### src/source/eth_tx_pkg.sv
package eth_tx_pkg;

  // Frame layout
  localparam int PRE_LEN     = 8;                    // 7 x 0x55 then SFD
  localparam int HDR_LEN     = 22;                   // Preamble, dst, src, ethertype
  localparam int MIN_PLD_LEN = 46;
  localparam int FCS_LEN     = 4;

  localparam logic [8*PRE_LEN-1:0] PREAMBLE = 64'h55_55_55_55_55_55_55_d5;

  // Payload buffer
  localparam int FIFO_DEPTH = 2048;
  localparam int FIFO_AW    = $clog2(FIFO_DEPTH);

  // CRC-32, reflected form
  localparam logic [31:0] CRC_POLY = 32'hedb8_8320;
  localparam logic [31:0] CRC_INIT = 32'hffff_ffff;

  typedef logic [10:0] length_t;    // Payload length, 1 to 1500
  typedef logic [47:0] mac_addr_t;
  typedef logic [31:0] crc_t;

  // Header seen as fields when loaded, as bytes when sent
  typedef union packed {
    struct packed {
      logic [8*PRE_LEN-1:0] pre;
      mac_addr_t            dst;
      mac_addr_t            src;
      logic [15:0]          ethertype;
    } fld;
    logic [0:HDR_LEN-1][7:0] bytes;  // bytes[0] goes out first
  } mac_hdr_u;

endpackage

### src/source/eth_crc32.sv
`timescale 1ns/1ps

module eth_crc32 (
  input  logic             clk,
  input  logic             fsm_rst,
  input  logic             crc_clr,
  input  logic             crc_en,
  input  byte              crc_dat,
  output eth_tx_pkg::crc_t crc_val
);
  import eth_tx_pkg::*;

  // Folds one byte into the running CRC, LSB first
  function automatic crc_t crc_byte(crc_t c, logic [7:0] d);
    crc_t r;
    r = c;
    for (int i = 0; i < 8; i++) begin
      if (r[0] ^ d[i]) begin
        r = (r >> 1) ^ CRC_POLY;
      end else begin
        r = r >> 1;
      end
    end
    return r;
  endfunction

  always_ff @(posedge clk) begin
    if (fsm_rst || crc_clr) begin
      crc_val <= CRC_INIT;
    end else if (crc_en) begin
      crc_val <= crc_byte(crc_val, crc_dat);
    end
  end

endmodule

### config.mk
export PLATFORM = sky130hd
export DESIGN_NAME = eth_crc32
export DESIGN_NICKNAME = d
export VERILOG_FILES = /design/src/source/eth_tx_pkg.sv /design/src/source/eth_crc32.sv
export SDC_FILE = /design/constraint.sdc
export NUM_CORES = 1
export LEC_CHECK = 0
export ABC_CLOCK_PERIOD_IN_PS = 2200
export BUFFER_PORTS_ARGS = -buffer_cell sky130_fd_sc_hd__buf_2
export CAP_MARGIN = 20
export CORE_AREA = 2 2 64 66
export DETAILED_ROUTE_END_ITERATION = 10
export DIE_AREA = 0 0 66 68
export PLACE_DENSITY = 0.73
export SETUP_SLACK_MARGIN = 0.5
export SYNTH_ARGS = -nofsm -noshare
export SYNTH_HDL_FRONTEND = slang
export SYNTH_SLANG_ARGS = --single-unit
### constraint.sdc
create_clock -name clk -period 2.2 [get_ports clk]
set_input_delay 0.44 -clock clk [delete_from_list [all_inputs] [get_ports clk]]
set_output_delay 0.44 -clock clk [all_outputs]
set_load 0.005 [all_outputs]
==> impl_metrics.py <==
metrics = {
    "critical_path": {
        "cp_data_arrival_time_ns": 1.89,
        "critical_path.max_fanout": 2,
        "critical_path.cell_chain": "xnor2_4, xnor3_2, xnor3_2, xor2_1, o21ai_1",
        "worstSetupPathType": "flip-flop to flip-flop",
        "critical_path.endpoint": "crc_val[23]$_SDFFE_PP1P_",
        "critical-path-slowest-cell": "sky130_fd_sc_hd__xnor3_2",
        "worst_setup_path_end_kind": "flip-flop",
        "launch_point_of_the_worst_reg_to_reg_path": "crc_val[7]$_SDFFE_PP1P_",
        "setup.reg_to_reg.worst_slack_ns": 0.48,
        "start_point_of_the_critical_path": "crc_val[7]$_SDFFE_PP1P_",
        "timing.critical_path.required_ns": 2.37,
        "critical_path.startpoint_type": "flip-flop",
        "r2r_end": "crc_val[23]$_SDFFE_PP1P_",
        "worst_r2r_path_depth": 5,
        "critical_path.most_common_cell": "sky130_fd_sc_hd__xnor3_2",
        "cpPeakStageDelay_ns": 0.45,
    },
    "timing": {
        "worst_slew_pin_slew_ns": 0.705,
        "setup_tns_ns": 0,
        "finalHoldViolations": 0,
        "final_period_minus_worst_setup_slack_ns": 1.72,
        "post-route-period-util_pct": 78.2,
        "setup_repair_after_global_routing_missed_its_margin": "yes",
        "slew_headroom_pct": 52.9,
        "fmax_mhz": 582,
        "final-max-slew-violation-count": 0,
        "finalSetupViolCount": 0,
        "finalClockSkew_ns": 0.00517,
    },
    "cts": {
        "cts_tree": "yes",
        "ctsHtreeMaxLevel": 2,
        "clockBufferDepth": 2,
        "cts-root-buf": "sky130_fd_sc_hd__clkbuf_8",
        "cts.hold.buffers_added": 0,
        "cts.sinks": 32,
        "cts_made_buffers": 5,
        "worstSkewPairLatency_ns": 0.28,
        "worst_setup_hold_path_clk_slew_ns": 0.06,
    },
    "worst_hold_path": {
        "whs_path_depth": 2,
        "worst_hold_path_type": "flip-flop to flip-flop",
    },
    "final_layout": {
        "largest_register_ff_count": 32,
        "num_antenna_cells": 0,
        "layout_commonest_cell": "sky130_fd_sc_hd__buf_2",
        "finish.net_count": 286,
        "highest_count_cells_in_the_layout_ignoring_fill_and_taps": "43 x sky130_fd_sc_hd__buf_2, 30 x sky130_fd_sc_hd__nor2_1, 29 x sky130_fd_sc_hd__xnor2_1",
        "most_flop_heavy_register": "crc_val",
        "post_route_cells_drive_above_1_share_pct": 41.8,
        "largestRegisters": "crc_val (32)",
        "flow.area_growth_from_synthesis_pct": 47.1,
        "fin_util_pct": 70.2,
    },
    "route": {
        "via_per_inst": 5.07,
        "initialDrtViolationCount": 84,
        "first_pass_iters": 4,
        "total_number_of_vias": 1648,
        "antenna_violating_nets_post_route": 0,
        "route.final.wire_length_um": 5090,
        "route.detailed.wl_per_inst_um": 15.6,
        "drc": 0,
    },
    "die": {
        "initial_core_util_pct": 47.7,
        "boundaryPins": 44,
        "die_h_um": 68,
        "core.rowCount": 23,
        "design.die.area_um2": 4490,
        "fp.coreArea_um2": 3860,
        "die_w_um": 66,
    },
    "grt": {
        "antenna_found_initial": 0,
        "grt_first_pass_wirelength_um": 7580,
        "total_routing_usage_gr_pct": 22.7,
        "grt_overflow": 0,
        "maximum_number_of_pins_on_one_net_before_global_route_repair": 29,
        "grt_pass1_vias": 1514,
    },
    "synth": {
        "postSynthAreaPerCell_um2": 9.29,
        "yosys_register_bits": 32,
        "postSynthNetCount": 210,
        "synth-seq-area-share_pct": 34.8,
        "synthesized_cell_area_um2": 1840,
        "synthesis.instances": 198,
        "ys_types": 21,
        "yosys_warnings": 0,
    },
    "power": {
        "worst_ir_drop_vdd_mv": 0.422,
        "power.density_nw_per_um2": 873,
        "leakage_uw": 0.00113,
    },
    "placed_design": {
        "port_buffers": 43,
        "final_estimated_routing_congestion_in_global_placement": 0.830,
        "detailed_place_hpwl_um": 3110,
    },
    "outcome": {
        "status": "finished clean",
    },
    "job": {
        "max_cap_violations": 0,
    },
}
[synthesized netlist by cell type (all sizes together)]
cell type,instances,area share [%]
nor2,30,6.1
o211ai,8,3.3
a211o,1,0.48
xnor2,45,24
xnor3,5,6.3
inv,1,0.20
a31oi,1,0.34
buf,1,0.20
or2,1,0.34
nor3,1,0.27
xor2,21,12
dfxtp,32,35
nand2,18,3.7
o21ai,22,6.0
a21oi,3,0.82
clkbuf,8,1.6
[layout make-up]
type | instances | area (um^2)
multi-input cells | 156 | 1380
flip-flops and latches | 32 | 654
repair buffers | 78 | 520
clock buffers | 8 | 90.1
well taps | 50 | 62.6
inverters | 1 | 3.75
fillers | 301 | 1150
[cell families after synthesis]
logic type      count (synthesis)  synth area share, %
simple gates                   50                 10.4
flops                          32                 34.8
xor+xnor                       71                 41.8
buf+inv                        10                 2.04
compound gates                 35                 10.9
[worst max-delay path, delay by kind of cell (launching register included)]
kind	cells	cell delay (ns)
xor+xnor	4	1.17
flops	1	0.36
compound gates	1	0.07
[how the worst min path moves through the flow]
stage | startpoint | end | slack (ns)
floorplan | crc_val[11]$_SDFFE_PP1P_ | crc_val[11]$_SDFFE_PP1P_ | 0.50
finish | crc_val[11]$_SDFFE_PP1P_ | crc_val[11]$_SDFFE_PP1P_ | 0.51
CTS | crc_val[11]$_SDFFE_PP1P_ | crc_val[11]$_SDFFE_PP1P_ | 0.51
detailed placement | crc_val[11]$_SDFFE_PP1P_ | crc_val[11]$_SDFFE_PP1P_ | 0.50
global placement | crc_val[10]$_SDFFE_PP1P_ | crc_val[10]$_SDFFE_PP1P_ | 0.50
global route | crc_val[11]$_SDFFE_PP1P_ | crc_val[11]$_SDFFE_PP1P_ | 0.54
[where the power goes]
| group | internal [uW] | switching [uW] |
|---|---|---|
| Clock | 255 | 207 |
| Sequential | 633 | 59.9 |
| Combinational | 669 | 540 |
[layer usage]
layer / vias up / wire length (um) / GRT usage, %
met5: - / 0 / 0
met1: 803 / 2100 / 29.0
li1: 791 / - / -
met4: 0 / 91 / 6.38
met2: 44 / 2660 / 38.5
met3: 10 / 236 / 5.26
[through the flow]
step	std cells	setup slack (ns)	area, um^2	total power, uW	hold slack [ns]
detailed placement	296	0.164	2250	1640	0.497
finish	325	0.480	2710	2360	0.509
global placement	296	0.167	2250	1630	0.496
CTS	316	0.465	2510	2190	0.513
floorplan	198	0.341	1890	1400	0.497
global route	325	0.391	2710	2500	0.542
[repair_timing]
item | 4_1_cts | 5_1_grt
setup buffers | 12 | 9
gates resized for setup | 14 | 19
pin swaps | 11 | 11
setup endpoints to repair | 12 | 15
Note: power is estimated with default switching activity, not from simulation.
