## src/source/eth_tx_pkg.sv

```systemverilog
package eth_tx_pkg;

  // Frame layout
  localparam int PRE_LEN     = 8;                    // 7 x 0x55 then SFD
  localparam int HDR_LEN     = 22;                   // Preamble, dst, src, ethertype
  localparam int MIN_PLD_LEN = 46;
  localparam int FCS_LEN     = 4;

  localparam logic [8*PRE_LEN-1:0] PREAMBLE = 64'h55_55_55_55_55_55_55_d5;

  // Payload buffer
  localparam int FIFO_DEPTH = 2048;
  localparam int FIFO_AW    = $clog2(FIFO_DEPTH);

  // CRC-32, reflected form
  localparam logic [31:0] CRC_POLY = 32'hedb8_8320;
  localparam logic [31:0] CRC_INIT = 32'hffff_ffff;

  typedef logic [10:0] length_t;    // Payload length, 1 to 1500
  typedef logic [47:0] mac_addr_t;
  typedef logic [31:0] crc_t;

  // Header seen as fields when loaded, as bytes when sent
  typedef union packed {
    struct packed {
      logic [8*PRE_LEN-1:0] pre;
      mac_addr_t            dst;
      mac_addr_t            src;
      logic [15:0]          ethertype;
    } fld;
    logic [0:HDR_LEN-1][7:0] bytes;  // bytes[0] goes out first
  } mac_hdr_u;

endpackage

```

## src/source/eth_tx_framer.sv

```systemverilog
`timescale 1ns/1ps

module eth_tx_framer (
  input  logic                  clk,
  input  logic                  fsm_rst,
  input  logic                  tx_rdy,
  input  eth_tx_pkg::mac_addr_t tx_dst,
  input  logic [15:0]           tx_type,
  input  eth_tx_pkg::length_t   tx_len,
  input  eth_tx_pkg::mac_addr_t dev_mac,
  output logic                  tx_acc,
  output logic                  tx_done,
  output logic                  pld_rd,
  input  byte                   pld_q,
  output logic                  crc_clr,
  output logic                  crc_en,
  output byte                   crc_dat,
  input  eth_tx_pkg::crc_t      crc_val,
  output logic                  phy_val,
  output byte                   phy_dat
);
  import eth_tx_pkg::*;

  enum logic [1:0] {
    IDLE_S,
    HDR_S,
    PLD_S,
    FCS_S
  } state;

  logic                       frame_rst;
  mac_hdr_u                   hdr_q;
  length_t                    cur_len;
  length_t                    pld_cnt;
  length_t                    pld_next;
  length_t                    rd_left;     // Buffer reads still to issue
  logic [$clog2(HDR_LEN)-1:0] hdr_cnt;
  logic [1:0]                 fcs_cnt;
  logic                       fcs_on;
  logic                       pld_last;
  logic                       rd_win;
  logic [7:0]                 dat_q;
  crc_t                       fcs_word;

  assign frame_rst = fsm_rst || tx_done;  // Back to idle after every frame

  assign pld_next = pld_cnt + 1'b1;

  // Last payload byte once both the length and the minimum are covered
  assign pld_last = (pld_next >= cur_len) && (pld_next >= length_t'(MIN_PLD_LEN));

  // pld_q is sampled a cycle after pld_rd and shown a cycle after that,
  // so reads start two bytes before the end of the header
  assign rd_win = (state == HDR_S && hdr_cnt >= HDR_LEN - 2) || (state == PLD_S);

  always_ff @(posedge clk) begin
    if (frame_rst) begin
      state   <= IDLE_S;
      tx_acc  <= 1'b0;
      tx_done <= 1'b0;
      phy_val <= 1'b0;
      pld_rd  <= 1'b0;
      crc_en  <= 1'b0;
      fcs_on  <= 1'b0;
      rd_left <= '0;
      hdr_cnt <= '0;
      pld_cnt <= '0;
      fcs_cnt <= '0;
    end else begin
      tx_acc <= 1'b0;
      pld_rd <= 1'b0;
      if (rd_win && rd_left != '0) begin
        pld_rd  <= 1'b1;
        rd_left <= rd_left - 1'b1;
      end
      case (state)
        IDLE_S: begin
          if (tx_rdy) begin
            tx_acc  <= 1'b1;
            rd_left <= tx_len;
            state   <= HDR_S;
          end
        end
        HDR_S: begin
          phy_val <= 1'b1;
          hdr_cnt <= hdr_cnt + 1'b1;
          if (hdr_cnt == PRE_LEN) crc_en <= 1'b1;   // First destination byte
          if (hdr_cnt == HDR_LEN - 1) state <= PLD_S;
        end
        PLD_S: begin
          pld_cnt <= pld_next;
          if (pld_last) state <= FCS_S;
        end
        FCS_S: begin
          if (!fcs_on) begin
            // CRC takes the last pad byte on this edge
            fcs_on <= 1'b1;
            crc_en <= 1'b0;
          end else if (fcs_cnt == FCS_LEN - 1) begin
            phy_val <= 1'b0;
            fcs_on  <= 1'b0;
            tx_done <= 1'b1;
          end else begin
            fcs_cnt <= fcs_cnt + 1'b1;
          end
        end
        default: state <= IDLE_S;
      endcase
    end
  end

  // Header and byte datapath
  always_ff @(posedge clk) begin
    case (state)
      IDLE_S: begin
        if (tx_rdy) begin
          cur_len                 <= tx_len;
          hdr_q.fld.pre           <= PREAMBLE;
          hdr_q.fld.dst           <= tx_dst;
          hdr_q.fld.src           <= dev_mac;
          hdr_q.fld.ethertype     <= tx_type;
        end
      end
      HDR_S: begin
        dat_q       <= hdr_q.bytes[0];
        hdr_q.bytes <= {hdr_q.bytes[1:HDR_LEN-1], 8'h00};
      end
      PLD_S: begin
        dat_q <= (pld_cnt < cur_len) ? pld_q : 8'h00;  // Zero pad
      end
      default: dat_q <= dat_q;
    endcase
  end

  assign crc_clr  = tx_acc;
  assign crc_dat  = dat_q;
  assign fcs_word = ~crc_val;

  // FCS goes out straight from the CRC register, low byte first
  assign phy_dat = fcs_on ? fcs_word[8*fcs_cnt +: 8] : dat_q;

endmodule

```

## config.mk

```make
export PLATFORM = sky130hd
export DESIGN_NAME = eth_tx_framer
export DESIGN_NICKNAME = d
export VERILOG_FILES = /design/src/source/eth_tx_pkg.sv /design/src/source/eth_tx_framer.sv
export SDC_FILE = /design/constraint.sdc
export NUM_CORES = 1
export LEC_CHECK = 0
export ABC_AREA = 1
export ABC_CLOCK_PERIOD_IN_PS = 19300
export BUFFER_PORTS_ARGS = -buffer_cell sky130_fd_sc_hd__buf_2
export CAP_MARGIN = 10
export CORE_ASPECT_RATIO = 1.2
export CORE_MARGIN = 8
export CORE_UTILIZATION = 50
export CTS_BUF_LIST = sky130_fd_sc_hd__clkbuf_4
export CTS_CLUSTER_DIAMETER = 120
export DETAILED_ROUTE_END_ITERATION = 10
export HOLD_SLACK_MARGIN = 0.06
export PLACE_DENSITY = 0.76
export SLEW_MARGIN = 25
export SYNTH_ARGS = -nofsm -noshare
export SYNTH_HDL_FRONTEND = slang
export SYNTH_SLANG_ARGS = --single-unit
```

## constraint.sdc

```tcl
create_clock -name clk -period 19.3 [get_ports clk]
set_input_delay 5.79 -clock clk [delete_from_list [all_inputs] [get_ports clk]]
set_output_delay 5.79 -clock clk [all_outputs]
set_load 0.05 [all_outputs]
```

==> impl_summary.txt <==
----------------------------------------------------
[STA]
  Hold Fails Final Rpt ... 0
  Number of failing setup endpoints in the final timing report ... 0
  Headroom to the max-slew limit ... between 30% and 40%
  Clock skew after layout ... roughly 0.041 ns
  Slew at the pin with the worst max-slew slack ... just over 0.9 ns
  Post-route clock period utilization ... ~65%
  Number of pins exceeding their max-slew limit in the final report ... 0
  Time the final worst path needs with I/O delays and setup ... 12.47 ns
  Setup repair after global routing missed its margin ... false
  Max Clock Freq ... between 80 and 90 MHz
  Setup_tns ... 0 ns
  Min setup slack post-route ... 6.83 ns

[Yosys]
  EDFF count, synth ... a little under 200
  Commonest register cell after synthesis ... edfxtp_1
  Post-synth ARST share ... 0%
  Portion of the post-synthesis area used by sequential elements ... between 60% and 70%
  Syn avg cell area ... about 9.5 sq um
  Total nets after synthesis ... ~1300
  Yosys synthesis warning count ... 0
  Cell area after synthesis ... 10600 sq um
  Synthesis-stage register bit count ... between 200 and 250
  Dominant cell type by area after synthesis ... edfxtp_1
  Synthesized instance count ... 1116
  Leading cell type by number of instances after synthesis ... nand2_1
  Portion of synthesized cell area occupied by the leading cell type ... between 50% and 60%
  Unique cell type count in the Yosys netlist ... 32
  Leading post-synthesis cells by instance count ... nand2_1, edfxtp_1, inv_1
  Synth top area cells ... edfxtp_1, nand2_1, dfxtp_1, inv_1, ha_1

[Hold path]
  Startpoint of the lowest-slack hold path ... crc_en
  Class of the tightest hold or removal check ... reg -> reg

[Detailed routing]
  Detail Route met3 WL ... around 1.9 mm
  Average detailed-routed wire length per instance ... 13.6 um
  DRC violations left ... 0
  Total via count in the routed design ... between 8000 and 9000
  Wire length on met2 ... 10.4 mm
  Antenna-violating nets left ... 0
  Initial DRT Pass Iterations ... 5
  Violation count after the first detailed-route iteration ... slightly below 600
  Via-per-instance ratio ... between 4 and 5
  Top Layer Used ... met4
  M1 wire length ... roughly 9.5 mm
  Detailed-route wire length ... 22.3 mm

[Clock network]
  Post-cts hold buffer count ... 0
  Number of CTS-inserted buffers ... 57
  Post-cts resize count ... 0
  Sinks on Clock Net ... between 200 and 250
  CTS tree ... yes
  Clock transition at the registers of the reported paths ... 0.07 ns
  H-Tree Depth ... 2
  Buffers inserted by post-CTS timing repair ... 0
  Root Driver ... clkbuf_4
  Clock tree buffer depth ... 3
  Clock insertion delay at the later pin of the skew report ... ~0.67 ns

[Final layout]
  Final standard cell utilization of the core ... roughly three fifths
  Cell area after layout ... about 13000 sq um
  Ratio of cells with drive above 1 in the final layout ... about 25%
  Post-layout nets ... around 1500
  Fill cell count ... between 1500 and 2000
  Area growth, synth to finish ... 17.7%

[Critical path]
  Type of the worst setup path ... in -> out
  Worst-path cell chain ... buf_2, a21oi_1, a22oi_1, o21ai_0, buf_2
  Crit-path max FO ... 1
  Required time at the worst-slack endpoint ... between 10 and 15 ns
  Most used cell along the critical path ... buf_2
  Data arrival time at the worst-slack endpoint ... between 6 and 7 ns
  Worst reg2reg startpoint ... state[1]
  First element of the critical path ... crc_val[6]
  Kind of start point of the critical path ... primary input
  Critical Path Slowest Stage Cell ... buf_2
  Endpoint kind of the worst setup timing path ... output port
  Critical Path Max Stage Delay ... around 0.31 ns

[Floorplan]
  Starting utilization of the core area ... between 50% and 60%
  Count of boundary I/O pins ... 188
  Number of cell rows ... just under 60
  Die area ... between 20000 and 30000 sq um
  Die Width ... between 100 and 150 um
  Core area ... about 21000 sq um
  Vert. Die Dim ... around 180 um

[Placement]
  IO buf count ... between 150 and 200
  Sum of net half-perimeters after detailed placement ... ~15 mm
  Placed cell areas ... roughly 12000 sq um
  Worst Setup Slack post-DPL ... between 6 and 7 ns
  Weighted congestion reported at the end of routability-driven placement ... ~0.87

[Power]
  Standby leakage power ... a little under 6 nW
  Peak ir drop on the vdd network ... approximately 0.00013 V
  Cell area power density ... roughly 140 nW/um^2
  Sum of internal, switching and leakage power ... 1.79 mW

[Global route]
  Wire length of the first global-routing pass ... between 30 and 40 mm
  Global-route usage over all layers ... 16.7%
  Vias in the first global route ... 7945
  Initial antenna violation count ... 1
  Remaining global-route overflow ... 0
  Maximum number of pins on one net before global-route repair ... 177

[Status]
  Result of the run ... finished clean

[Job]
  Max Cap Viol ... 0

----------------------------------------------------
[logic make-up after synthesis]
| logic type | after synthesis | synth area share, % |
|---|---|---|
| simple gates | 581 | 22.4 |
| compound gates | 112 | 5.77 |
| fa+ha+maj | 31 | 3.65 |
| flops | 232 | 62.0 |
| xor+xnor | 7 | 0.647 |
| buf+inv | 153 | 5.45 |
[placed cells by master (no fill, tap or decap), types with 6 or more instances in the layout]
| master | synthesis | layout |
|---|---|---|
| nor3_1 | 6 | 6 |
| dfxtp_1 | 37 | 37 |
| or2_2 | 35 | 35 |
| clkbuf_4 | 0 | 87 |
| a21oi_1 | 45 | 45 |
| buf_2 | 1 | 187 |
| nand2_1 | 453 | 453 |
| ha_1 | 31 | 30 |
| o211ai_1 | 8 | 8 |
| diode_2 | 0 | 6 |
| nand3_1 | 27 | 27 |
| nor2_1 | 42 | 42 |
| a22oi_1 | 8 | 8 |
| inv_1 | 104 | 103 |
| edfxtp_1 | 195 | 195 |
| o21ai_0 | 44 | 43 |
[final cells by class]
cell class,instances,area [sq um],share of cell area [%]
timing repair buffer,192,986,7.88
multi-input combinational,731,3480,27.8
tap,270,338,2.70
clock buffer,87,653,5.22
antenna,6,15.0,0.120
sequential,232,6600,52.7
inverter,108,408,3.26
clock inverter,7,40.0,0.320
[flip-flops by register name (all words and copies together) (netlist names), 2 cells and up]
name     cells
state        2
crc_dat      8
fcs_cnt      2
cur_len     11
rd_left     11
hdr_q      176
pld_cnt     11
hdr_cnt      5
[final timing paths]
kind              slack (ns)          to  cells after the start
setup / recovery        6.83  phy_dat[6]                      5
hold / removal          0.47      crc_en                      2
setup reg to reg       16.27    hdr_q[3]                      5
hold reg to reg         0.47      crc_en                      2
[worst max-delay path, delay by kind of cell]
family | cells | cell delay (ns)
AO/OA/AOI/OAI | 3 | 0.48
buffers and inverters | 2 | 0.41
[power by group]
group          total (mW)  leakage, nW  switching [mW]  internal [mW]
registers           0.862         2.09          0.0639          0.799
clock network       0.390        0.416           0.186          0.204
logic               0.533         3.30           0.387          0.146
[stage by stage]
| stage | cells | hold WS (ns) |
|---|---|---|
| floorplan | 1116 | 0.444 |
| global placement | 1533 | 0.446 |
| detailed placement | 1533 | 0.460 |
| CTS | 1627 | 0.475 |
| global route | 1632 | 0.484 |
| finish | 1633 | 0.472 |
[metal layers]
layer  global-route usage (%)  vias up
li1                         -     4076
met1                     21.1     3610
met2                     26.2      278
met3                     5.15       42
met4                     6.24        0
met5                        0        -
(Power assumes the default switching activity.)
